`src/rtl/lsu_pkg.sv`:
```
/*
  Shared definitions for the load-store control unit
  - Data, address, tag and byte-mask widths
  - Access-size codes
  - Command, response, user, outstanding-entry and write-back structs
*/
package lsu_pkg;

  parameter int XLEN   = 32;
  parameter int ADDR_W = 32;
  parameter int ITAG_W = 3;
  parameter int MASK_W = XLEN / 8;

  // Access-size codes as carried on the ICB size field
  parameter logic [1:0] SIZE_BYTE = 2'b00;
  parameter logic [1:0] SIZE_HALF = 2'b01;
  parameter logic [1:0] SIZE_WORD = 2'b10;

  // One ICB command beat
  typedef struct packed {
    logic [ADDR_W-1:0] addr;
    logic              read;
    logic [XLEN-1:0]   wdata;
    logic [MASK_W-1:0] wmask;
    logic              excl;
    logic [1:0]        size;
  } lsu_cmd_t;

  // One ICB response beat
  typedef struct packed {
    logic            err;
    logic            excl_ok;
    logic [XLEN-1:0] rdata;
  } lsu_rsp_t;

  // Side information that follows a command until its response
  typedef struct packed {
    logic              back2agu;
    logic              usign;
    logic              read;
    logic [1:0]        size;
    logic [ITAG_W-1:0] itag;
    logic [ADDR_W-1:0] addr;
    logic              excl;
  } lsu_usr_t;

  // Outstanding-transaction FIFO entry
  typedef struct packed {
    logic     to_dtcm;
    logic     scond_true;
    lsu_usr_t usr;
  } lsu_outs_t;

  // Write-back payload, including bus-error commit fields
  typedef struct packed {
    logic [XLEN-1:0]   wdat;
    logic [ITAG_W-1:0] itag;
    logic              err;
    logic              buserr;
    logic [ADDR_W-1:0] badaddr;
    logic              ld;
    logic              st;
  } lsu_wbck_t;

endpackage
```
`src/rtl/lsu_ctrl.sv`:
```
/*
  Load-store control unit top level
  - AGU command and response ports, write-back port
  - DTCM and BIU target ports
  - Exclusive monitor, outstanding FIFO, splitter and write-back formatter
*/
module lsu_ctrl #(
  parameter int OUTS_NUM    = 2,
  parameter int DTCM_ADDR_W = 16
) (
  input  logic                           clk,
  input  logic                           i_rst_n,

  input  logic                           i_commit_trap,
  input  logic                           i_commit_mret,
  input  logic [lsu_pkg::ADDR_W-1:0]     i_dtcm_region_indic,
  output logic                           o_lsu_active,

  // AGU command and raw response
  input  logic                           i_agu_cmd_valid,
  output logic                           o_agu_cmd_ready,
  input  lsu_pkg::lsu_cmd_t              i_agu_cmd,
  input  lsu_pkg::lsu_usr_t              i_agu_usr,
  output logic                           o_agu_rsp_valid,
  input  logic                           i_agu_rsp_ready,
  output lsu_pkg::lsu_rsp_t              o_agu_rsp,

  // Register write-back
  output logic                           o_wbck_valid,
  input  logic                           i_wbck_ready,
  output lsu_pkg::lsu_wbck_t             o_wbck,

  // DTCM target
  output logic                           o_dtcm_cmd_valid,
  input  logic                           i_dtcm_cmd_ready,
  output lsu_pkg::lsu_cmd_t              o_dtcm_cmd,
  input  logic                           i_dtcm_rsp_valid,
  output logic                           o_dtcm_rsp_ready,
  input  lsu_pkg::lsu_rsp_t              i_dtcm_rsp,

  // BIU target
  output logic                           o_biu_cmd_valid,
  input  logic                           i_biu_cmd_ready,
  output lsu_pkg::lsu_cmd_t              o_biu_cmd,
  input  logic                           i_biu_rsp_valid,
  output logic                           o_biu_rsp_ready,
  input  lsu_pkg::lsu_rsp_t              i_biu_rsp
);

  logic                        cmd_fire;
  logic                        cmd_to_dtcm;
  logic [lsu_pkg::MASK_W-1:0]  cmd_wmask;
  logic                        scond_true;
  logic                        fifo_full;
  logic                        fifo_valid;
  lsu_pkg::lsu_outs_t          fifo_push_data;
  lsu_pkg::lsu_outs_t          fifo_head;
  logic                        rsp_valid;
  logic                        rsp_ready;
  lsu_pkg::lsu_rsp_t           rsp;

  // Entry recorded for every accepted command
  assign fifo_push_data = '{to_dtcm: cmd_to_dtcm, scond_true: scond_true, usr: i_agu_usr};

  assign o_lsu_active = i_agu_cmd_valid | fifo_valid;

  lsu_excl_monitor excl_monitor_inst (
    .clk           (clk),
    .i_rst_n       (i_rst_n),
    .i_cmd_fire    (cmd_fire),
    .i_cmd         (i_agu_cmd),
    .i_commit_trap (i_commit_trap),
    .i_commit_mret (i_commit_mret),
    .o_cmd_wmask   (cmd_wmask),
    .o_scond_true  (scond_true)
  );

  lsu_outs_fifo #(
    .OUTS_NUM (OUTS_NUM)
  ) outs_fifo_inst (
    .clk         (clk),
    .i_rst_n     (i_rst_n),
    .i_push      (cmd_fire),
    .i_push_data (fifo_push_data),
    .i_pop       (rsp_valid & rsp_ready),
    .o_full      (fifo_full),
    .o_valid     (fifo_valid),
    .o_head      (fifo_head)
  );

  lsu_icb_splitter #(
    .DTCM_ADDR_W (DTCM_ADDR_W)
  ) icb_splitter_inst (
    .i_cmd_valid         (i_agu_cmd_valid),
    .i_cmd               (i_agu_cmd),
    .i_cmd_wmask         (cmd_wmask),
    .i_dtcm_region_indic (i_dtcm_region_indic),
    .i_fifo_full         (fifo_full),
    .i_fifo_valid        (fifo_valid),
    .i_fifo_head         (fifo_head),
    .o_cmd_ready         (o_agu_cmd_ready),
    .o_cmd_fire          (cmd_fire),
    .o_cmd_to_dtcm       (cmd_to_dtcm),
    .o_dtcm_cmd_valid    (o_dtcm_cmd_valid),
    .i_dtcm_cmd_ready    (i_dtcm_cmd_ready),
    .o_dtcm_cmd          (o_dtcm_cmd),
    .i_dtcm_rsp_valid    (i_dtcm_rsp_valid),
    .o_dtcm_rsp_ready    (o_dtcm_rsp_ready),
    .i_dtcm_rsp          (i_dtcm_rsp),
    .o_biu_cmd_valid     (o_biu_cmd_valid),
    .i_biu_cmd_ready     (i_biu_cmd_ready),
    .o_biu_cmd           (o_biu_cmd),
    .i_biu_rsp_valid     (i_biu_rsp_valid),
    .o_biu_rsp_ready     (o_biu_rsp_ready),
    .i_biu_rsp           (i_biu_rsp),
    .i_rsp_ready         (rsp_ready),
    .o_rsp_valid         (rsp_valid),
    .o_rsp               (rsp)
  );

  lsu_wbck_fmt wbck_fmt_inst (
    .i_rsp_valid     (rsp_valid),
    .i_rsp           (rsp),
    .i_head          (fifo_head),
    .i_wbck_ready    (i_wbck_ready),
    .i_agu_rsp_ready (i_agu_rsp_ready),
    .o_rsp_ready     (rsp_ready),
    .o_wbck_valid    (o_wbck_valid),
    .o_wbck          (o_wbck),
    .o_agu_rsp_valid (o_agu_rsp_valid),
    .o_agu_rsp       (o_agu_rsp)
  );

endmodule

```
`src/rtl/lsu_wbck_fmt.sv`:
```
/*
  Response routing and write-back formatting
  - back2agu responses go raw to the AGU
  - Load alignment and sign or zero extension
  - SC result and bus-error commit fields
*/
module lsu_wbck_fmt (
  input  logic                i_rsp_valid,
  input  lsu_pkg::lsu_rsp_t   i_rsp,
  input  lsu_pkg::lsu_outs_t  i_head,
  input  logic                i_wbck_ready,
  input  logic                i_agu_rsp_ready,
  output logic                o_rsp_ready,
  output logic                o_wbck_valid,
  output lsu_pkg::lsu_wbck_t  o_wbck,
  output logic                o_agu_rsp_valid,
  output lsu_pkg::lsu_rsp_t   o_agu_rsp
);

  localparam int XL = lsu_pkg::XLEN;

  lsu_pkg::lsu_usr_t usr;
  logic [XL-1:0]     rdata_algn;
  logic [XL-1:0]     ld_data;
  logic              scond;

  assign usr = i_head.usr;

  ////////////////////
  // Routing

  assign o_wbck_valid    = i_rsp_valid & ~usr.back2agu;
  assign o_agu_rsp_valid = i_rsp_valid & usr.back2agu;
  assign o_rsp_ready     = usr.back2agu ? i_agu_rsp_ready : i_wbck_ready;
  assign o_agu_rsp       = i_rsp;

  ////////////////////
  // Load data

  // Move the addressed byte lane down to bit 0
  assign rdata_algn = i_rsp.rdata >> {usr.addr[1:0], 3'b000};

  always_comb begin
    case (usr.size)
      lsu_pkg::SIZE_BYTE: begin
        ld_data = {{(XL-8){~usr.usign & rdata_algn[7]}}, rdata_algn[7:0]};
      end
      lsu_pkg::SIZE_HALF: begin
        ld_data = {{(XL-16){~usr.usign & rdata_algn[15]}}, rdata_algn[15:0]};
      end
      default: begin
        ld_data = rdata_algn;
      end
    endcase
  end

  // SC writes 0 on success, 1 on failure
  assign scond = ~usr.read & usr.excl;

  always_comb begin
    o_wbck.wdat    = scond ? (i_head.scond_true ? '0 : XL'(1)) : ld_data;
    o_wbck.itag    = usr.itag;
    o_wbck.err     = i_rsp.err;
    o_wbck.buserr  = i_rsp.err;
    o_wbck.badaddr = usr.addr;
    o_wbck.ld      = usr.read;
    o_wbck.st      = ~usr.read;
  end

endmodule

```
`src/rtl/lsu_icb_splitter.sv`:
```
/*
  ICB splitter between the AGU and the two targets
  - DTCM region decode and issue gating
  - Command fan-out to DTCM or BIU
  - Response select from the target at the FIFO head
*/
module lsu_icb_splitter #(
  parameter int DTCM_ADDR_W = 16
) (
  input  logic                       i_cmd_valid,
  input  lsu_pkg::lsu_cmd_t          i_cmd,
  input  logic [lsu_pkg::MASK_W-1:0] i_cmd_wmask,
  input  logic [lsu_pkg::ADDR_W-1:0] i_dtcm_region_indic,
  input  logic                       i_fifo_full,
  input  logic                       i_fifo_valid,
  input  lsu_pkg::lsu_outs_t         i_fifo_head,
  output logic                       o_cmd_ready,
  output logic                       o_cmd_fire,
  output logic                       o_cmd_to_dtcm,

  output logic                       o_dtcm_cmd_valid,
  input  logic                       i_dtcm_cmd_ready,
  output lsu_pkg::lsu_cmd_t          o_dtcm_cmd,
  input  logic                       i_dtcm_rsp_valid,
  output logic                       o_dtcm_rsp_ready,
  input  lsu_pkg::lsu_rsp_t          i_dtcm_rsp,

  output logic                       o_biu_cmd_valid,
  input  logic                       i_biu_cmd_ready,
  output lsu_pkg::lsu_cmd_t          o_biu_cmd,
  input  logic                       i_biu_rsp_valid,
  output logic                       o_biu_rsp_ready,
  input  lsu_pkg::lsu_rsp_t          i_biu_rsp,

  input  logic                       i_rsp_ready,
  output logic                       o_rsp_valid,
  output lsu_pkg::lsu_rsp_t          o_rsp
);

  localparam int AW = lsu_pkg::ADDR_W;

  logic cmd_diff_target;
  logic issue_ok;
  logic cmd_valid_pos;
  logic rsp_dtcm;
  logic rsp_biu;

  ////////////////////
  // Command side

  assign o_cmd_to_dtcm = (i_cmd.addr[AW-1:DTCM_ADDR_W]
                          == i_dtcm_region_indic[AW-1:DTCM_ADDR_W]);

  // Only one target may have commands in flight at a time
  assign cmd_diff_target = i_fifo_valid & (o_cmd_to_dtcm != i_fifo_head.to_dtcm);
  assign issue_ok        = ~i_fifo_full & ~cmd_diff_target;
  assign cmd_valid_pos   = i_cmd_valid & issue_ok;

  // Ready asks for both targets, keeping the address out of the ready path
  assign o_cmd_ready = issue_ok & i_dtcm_cmd_ready & i_biu_cmd_ready;
  assign o_cmd_fire  = i_cmd_valid & o_cmd_ready;

  assign o_dtcm_cmd_valid = cmd_valid_pos & o_cmd_to_dtcm & i_biu_cmd_ready;
  assign o_biu_cmd_valid  = cmd_valid_pos & ~o_cmd_to_dtcm & i_dtcm_cmd_ready;

  always_comb begin
    o_dtcm_cmd       = i_cmd;
    o_dtcm_cmd.wmask = i_cmd_wmask;
    // DTCM sees offsets within its region only
    o_dtcm_cmd.addr  = '0;
    o_dtcm_cmd.addr[DTCM_ADDR_W-1:0] = i_cmd.addr[DTCM_ADDR_W-1:0];

    o_biu_cmd        = i_cmd;
    o_biu_cmd.wmask  = i_cmd_wmask;
  end

  ////////////////////
  // Response side

  assign rsp_dtcm = i_fifo_valid & i_fifo_head.to_dtcm;
  assign rsp_biu  = i_fifo_valid & ~i_fifo_head.to_dtcm;

  assign o_rsp_valid = (rsp_dtcm & i_dtcm_rsp_valid) | (rsp_biu & i_biu_rsp_valid);

  always_comb begin
    if (rsp_dtcm) begin
      o_rsp = i_dtcm_rsp;
    end else if (rsp_biu) begin
      o_rsp = i_biu_rsp;
    end else begin
      o_rsp = '0;
    end
  end

  assign o_dtcm_rsp_ready = rsp_dtcm & i_rsp_ready;
  assign o_biu_rsp_ready  = rsp_biu & i_rsp_ready;

endmodule

```
`src/rtl/lsu_outs_fifo.sv`:
```
/*
  Outstanding-transaction FIFO
  - Circular buffer of route and user info per accepted command
  - Head is forced to zero while empty
*/
module lsu_outs_fifo #(
  parameter int OUTS_NUM = 2
) (
  input  logic               clk,
  input  logic               i_rst_n,
  input  logic               i_push,
  input  lsu_pkg::lsu_outs_t i_push_data,
  input  logic               i_pop,
  output logic               o_full,
  output logic               o_valid,
  output lsu_pkg::lsu_outs_t o_head
);

  localparam int PTR_W = (OUTS_NUM > 1) ? $clog2(OUTS_NUM) : 1;
  localparam int CNT_W = $clog2(OUTS_NUM + 1);
  localparam logic [PTR_W-1:0] PTR_LAST = PTR_W'(OUTS_NUM - 1);

  lsu_pkg::lsu_outs_t mem [OUTS_NUM];
  logic [PTR_W-1:0]   wr_ptr;
  logic [PTR_W-1:0]   rd_ptr;
  logic [CNT_W-1:0]   cnt;

  ////////////////////
  // Pointers and fill count

  always_ff @(posedge clk or negedge i_rst_n) begin
    if (!i_rst_n) begin
      wr_ptr <= '0;
      rd_ptr <= '0;
      cnt    <= '0;
    end else begin
      if (i_push) begin
        wr_ptr <= (wr_ptr == PTR_LAST) ? '0 : wr_ptr + 1'b1;
      end
      if (i_pop) begin
        rd_ptr <= (rd_ptr == PTR_LAST) ? '0 : rd_ptr + 1'b1;
      end
      if (i_push && !i_pop) begin
        cnt <= cnt + 1'b1;
      end else if (!i_push && i_pop) begin
        cnt <= cnt - 1'b1;
      end
    end
  end

  ////////////////////
  // Storage

  always_ff @(posedge clk) begin
    if (i_push) begin
      mem[wr_ptr] <= i_push_data;
    end
  end

  assign o_full  = (cnt == CNT_W'(OUTS_NUM));
  assign o_valid = (cnt != '0);

  // Head fields steer response muxes downstream
  assign o_head = o_valid ? mem[rd_ptr] : '0;

endmodule

```
`src/rtl/lsu_excl_monitor.sv`:
```
/*
  Exclusive-access monitor for LR/SC
  - Reservation flag and reserved address
  - Store-conditional pass/fail decision and byte-mask suppression
*/
module lsu_excl_monitor (
  input  logic                       clk,
  input  logic                       i_rst_n,
  input  logic                       i_cmd_fire,
  input  lsu_pkg::lsu_cmd_t          i_cmd,
  input  logic                       i_commit_trap,
  input  logic                       i_commit_mret,
  output logic [lsu_pkg::MASK_W-1:0] o_cmd_wmask,
  output logic                       o_scond_true
);

  logic                       excl_flg_r;
  logic [lsu_pkg::ADDR_W-1:0] excl_addr_r;
  logic                       addr_eq;
  logic                       flg_set;
  logic                       flg_clr;
  logic                       scond;

  assign addr_eq = (i_cmd.addr == excl_addr_r);

  // A load-reserved going out arms the reservation
  assign flg_set = i_cmd_fire & i_cmd.read & i_cmd.excl;

  // Any store hitting the reserved word drops it, so do traps and mret
  assign flg_clr = (i_cmd_fire & ~i_cmd.read & addr_eq & excl_flg_r)
                 | i_commit_trap | i_commit_mret;

  always_ff @(posedge clk or negedge i_rst_n) begin
    if (!i_rst_n) begin
      excl_flg_r <= 1'b0;
    end else if (flg_set) begin
      excl_flg_r <= 1'b1;
    end else if (flg_clr) begin
      excl_flg_r <= 1'b0;
    end
  end

  always_ff @(posedge clk) begin
    if (flg_set) begin
      excl_addr_r <= i_cmd.addr;
    end
  end

  ////////////////////
  // Store-conditional

  assign scond        = i_cmd.excl & ~i_cmd.read;
  assign o_scond_true = scond & excl_flg_r & addr_eq;

  // Failing SC still goes to the target but writes no bytes
  assign o_cmd_wmask = (scond & ~o_scond_true) ? '0 : i_cmd.wmask;

endmodule

```
`config.mk`:
```
export PLATFORM = sky130hd
export DESIGN_NAME = lsu_ctrl
export DESIGN_NICKNAME = d
export VERILOG_FILES = /design/src/rtl/lsu_pkg.sv /design/src/rtl/lsu_ctrl.sv /design/src/rtl/lsu_wbck_fmt.sv /design/src/rtl/lsu_icb_splitter.sv /design/src/rtl/lsu_outs_fifo.sv /design/src/rtl/lsu_excl_monitor.sv
export SDC_FILE = /design/constraint.sdc
export NUM_CORES = 1
export LEC_CHECK = 0
export BUFFER_PORTS_ARGS = -buffer_cell sky130_fd_sc_hd__buf_2
export CAP_MARGIN = 20
export CORE_AREA = 2 2 186 188
export DETAILED_ROUTE_END_ITERATION = 8
export DIE_AREA = 0 0 188 190
export PLACE_DENSITY = 0.44
export SLEW_MARGIN = 20
export SYNTH_ARGS = -nofsm -noshare
export SYNTH_HDL_FRONTEND = slang
export SYNTH_SLANG_ARGS = --single-unit
export TNS_END_PERCENT = 5
```
`constraint.sdc`:
```
create_clock -name clk -period 7.25 [get_ports clk]
set_clock_uncertainty 0.05 [all_clocks]
set_input_delay 1.8125 -clock clk [delete_from_list [all_inputs] [get_ports clk]]
set_output_delay 1.8125 -clock clk [all_outputs]
set_load 0.03 [all_outputs]
```
==> flow_summary.toml <==
[clocking]
cts_resized = 0
clk_latency_ns = 0.41
post_cts_buffers = 0
postCtsHoldBufs = 0
path_clk_slew_ns = 0.06
cts.sinks = 123
clock-root-buffer = "clkbuf_16"
clockBufferDepth = 2
cts_buffers = 17
cts_tree = "done"
htreeDepth = 4

[logic_synthesis]
syn-cell-area_mm2 = 0.00763
yosysMostFrequentCell = "buf_4"
synth-edff-count = 118
ys_ff_latch = 123
ys_warn_count = 0
postSynthCellCount = 711
synthDominantCellAreaShare_pct = 46.4
synthTopCellsByArea = "edfxtp_1, buf_4, mux2i_1"
ys.flop_type = "edfxtp_1"
synth.avg_cell_area_um2 = 10.7
ys_seq_area_share_pct = 48.1
synth_async_sr_flop_share_pct = 4.07
synth_common_cells = "buf_4, edfxtp_1, nand2_1"
yosysUniqueCellTypes = 48
yosys.area.top_type = "edfxtp_1"

[grt]
overflow = 0
grt_use_met1_pct = 13.7
grt_max_degree = 50
grt_use_total_pct = 13.0
use_met3_pct = 4.91
busiest_layer = "met2"
met2_usage_pct = 23.4
grt_pass1_wl_um = 34600
grt_pass1_vias = 5478
antenna_found_initial = 4

[timing]
maxSlewViolCount = 0
post-route-period-util_pct = 78.1
finalSetupTns_ns = 0
period_needed_ns = 5.66
tightest_slew_ns = 0.915
setup_violations = 0
max_freq_mhz = 177
rsz0062_at_grt = "no"
slew_headroom_pct = 38.3
hold_viol_final = 0

[run_status]
status = "finished clean"

[die]
die_area_mm2 = 0.0357
die_height_um = 190
ioPinCount = 481
initial_core_util_pct = 22.5
fp.dieW_um = 188
core.rowCount = 68
coreArea_mm2 = 0.0339

[setup_path]
worst_ep_arrival_time_ns = 3.80
crit_start = "i_agu_cmd[57]"
critPathSlowestCell = "mux2i_1"
start_kind = "input pin"
rrSetupSlack_ns = 3.50
crit_chain = "buf_2 -> xnor2_1 -> nand4_1 -> nor4_4 -> mux2i_1 -> nor3b_1 -> buf_2"
r2r-start = "outs_fifo_inst.rd_ptr$_DFFE_PN0P_"
path_delay_family = "simple AND/OR/NAND/NOR gates"
worstPathRequired_ns = 5.39
setup.worst_path.class = "input pin to output port"
critical_path.max_fanout = 5
slowest_delay_ns = 0.59
critPathMostFrequentCell = "buf_2"
worst_setup_path_end_kind = "output port"
crit_buf_inv = 2

[routing]
wl_per_cell_um = 17.5
first_iter_violations = 206
firstDrtPassIters = 4
drc = 0
routed_wl_um = 24500
drtAntennaViolNets = 0
dr_total_vias = 5780
via_per_inst = 4.13

[place]
portBuffers = 346
placed_area_mm2 = 0.00887
gp_congestion = 0.791
dp_hpwl_um = 19200

[layout]
layout-drive-gt1-share_pct = 44.1
multi_input_area_mm2 = 0.00278
fin_nets = 1155
fill_cells = 3608
area_growth_pct = 24.1
final_area_mm2 = 0.00947
regArea_mm2 = 0.00367
final_core_util_pct = 27.9

[power]
p_per_area_mw_per_mm2 = 431
p_leak_nw = 4.18
vdd_ir_drop_max_mv = 0.224

[min_path]
hp-class = "flip-flop to flip-flop"
hold_path.startpoint = "excl_monitor_inst.excl_flg_r$_DFFE_PN0P_"

[job]
maxCapViolCount = 0
==> cells in the final DEF, fill, tap and decap left out, types with 5 or more instances in the layout <==
cell type and count:
buf_2 346, xnor2_1 22, clkbuf_16 17, a21o_1 7
a21oi_1 43, and2_1 12, nand4_1 6, nor4_1 8
inv_6 6, nor2_1 56, o22ai_1 10, inv_1 11
mux2i_1 64, edfxtp_1 118, o21ai_0 11, nor2b_1 6
conb_1 16, xor2_1 31, nand3_1 5, mux2_2 11
buf_4 9, nor3_1 5, nand2_1 78
==> worst register-to-register path: stages, from the launching register on <==
cell and delay [ns]:
dfrtp_2 0.39, buf_4 0.62, mux2_4 0.51, nand2_1 0.16
mux2i_1 0.20, nor3_4 0.33, and2_2 0.77, buf_4 0.40
==> cell type report <==
type / count / share of cell area (%)
Timing Repair Buffer: 355 / 19.0
Sequential cell: 123 / 38.8
Antenna cell: 1 / 0.0264
Clock buffer: 17 / 4.49
Multi-Input combinational cell: 421 / 29.4
Inverter: 12 / 0.476
Clock inverter: 15 / 1.85
Tap cell: 455 / 6.01
==> registers in the layout, summed over array words and instances (netlist names) <==
signal and flops:
excl_monitor_inst.excl_addr_r 32, excl_monitor_inst.excl_flg_r 1, outs_fifo_inst.cnt 2, outs_fifo_inst.mem 86
outs_fifo_inst.rd_ptr 1, outs_fifo_inst.wr_ptr 1
==> through the flow <==
stage	hold slack, ns	instances	setup slack, ns	power (mW)
5_1_grt	0.519	1399	1.42	4.31
3_5_place_dp	0.487	1366	1.54	3.26
4_1_cts	0.497	1398	1.54	4.15
3_3_place_gp	0.482	1366	1.55	3.26
2_1_floorplan	0.424	726	1.56	2.63
6_report	0.486	1399	1.59	4.08
==> power by group <==
group | switching (mW) | internal (mW) | total (mW) | leakage (nW)
clock network | 0.355 | 0.519 | 0.873 | 0.286
logic | 1.66 | 0.681 | 2.34 | 2.77
registers | 0.0312 | 0.829 | 0.860 | 1.13
total | 2.05 | 2.03 | 4.08 | 4.18
==> final timing paths <==
check                                                            to  depth (start not counted)
setup / recovery                                    o_agu_cmd_ready                          7
hold / removal             excl_monitor_inst.excl_flg_r$_DFFE_PN0P_                          2
setup reg to reg                 outs_fifo_inst.mem[1][2]$_DFFE_PP_                          7
hold reg to reg            excl_monitor_inst.excl_flg_r$_DFFE_PN0P_                          2
max in group asynchronous         outs_fifo_inst.rd_ptr$_DFFE_PN0P_                          1
min in group asynchronous  excl_monitor_inst.excl_flg_r$_DFFE_PN0P_                          1
==> cells by family after synthesis <==
kind of cell,synth area share [%]
and+or+nand+nor,12.3
DFF,48.1
muxes,10.7
buffers and inverters,16.5
adders and majority gates,0.164
xor gates and xnor gates,6.08
other,0.0492
AOI/OAI and AO/OA,6.10
==> layer usage <==
metal	part of all wire, %	wire length (µm)
met3	8.8	2170
met5	0.098	24
met1	38	9270
met2	50	12300
met4	3.0	738
Power figures use the tool's default switching activity.
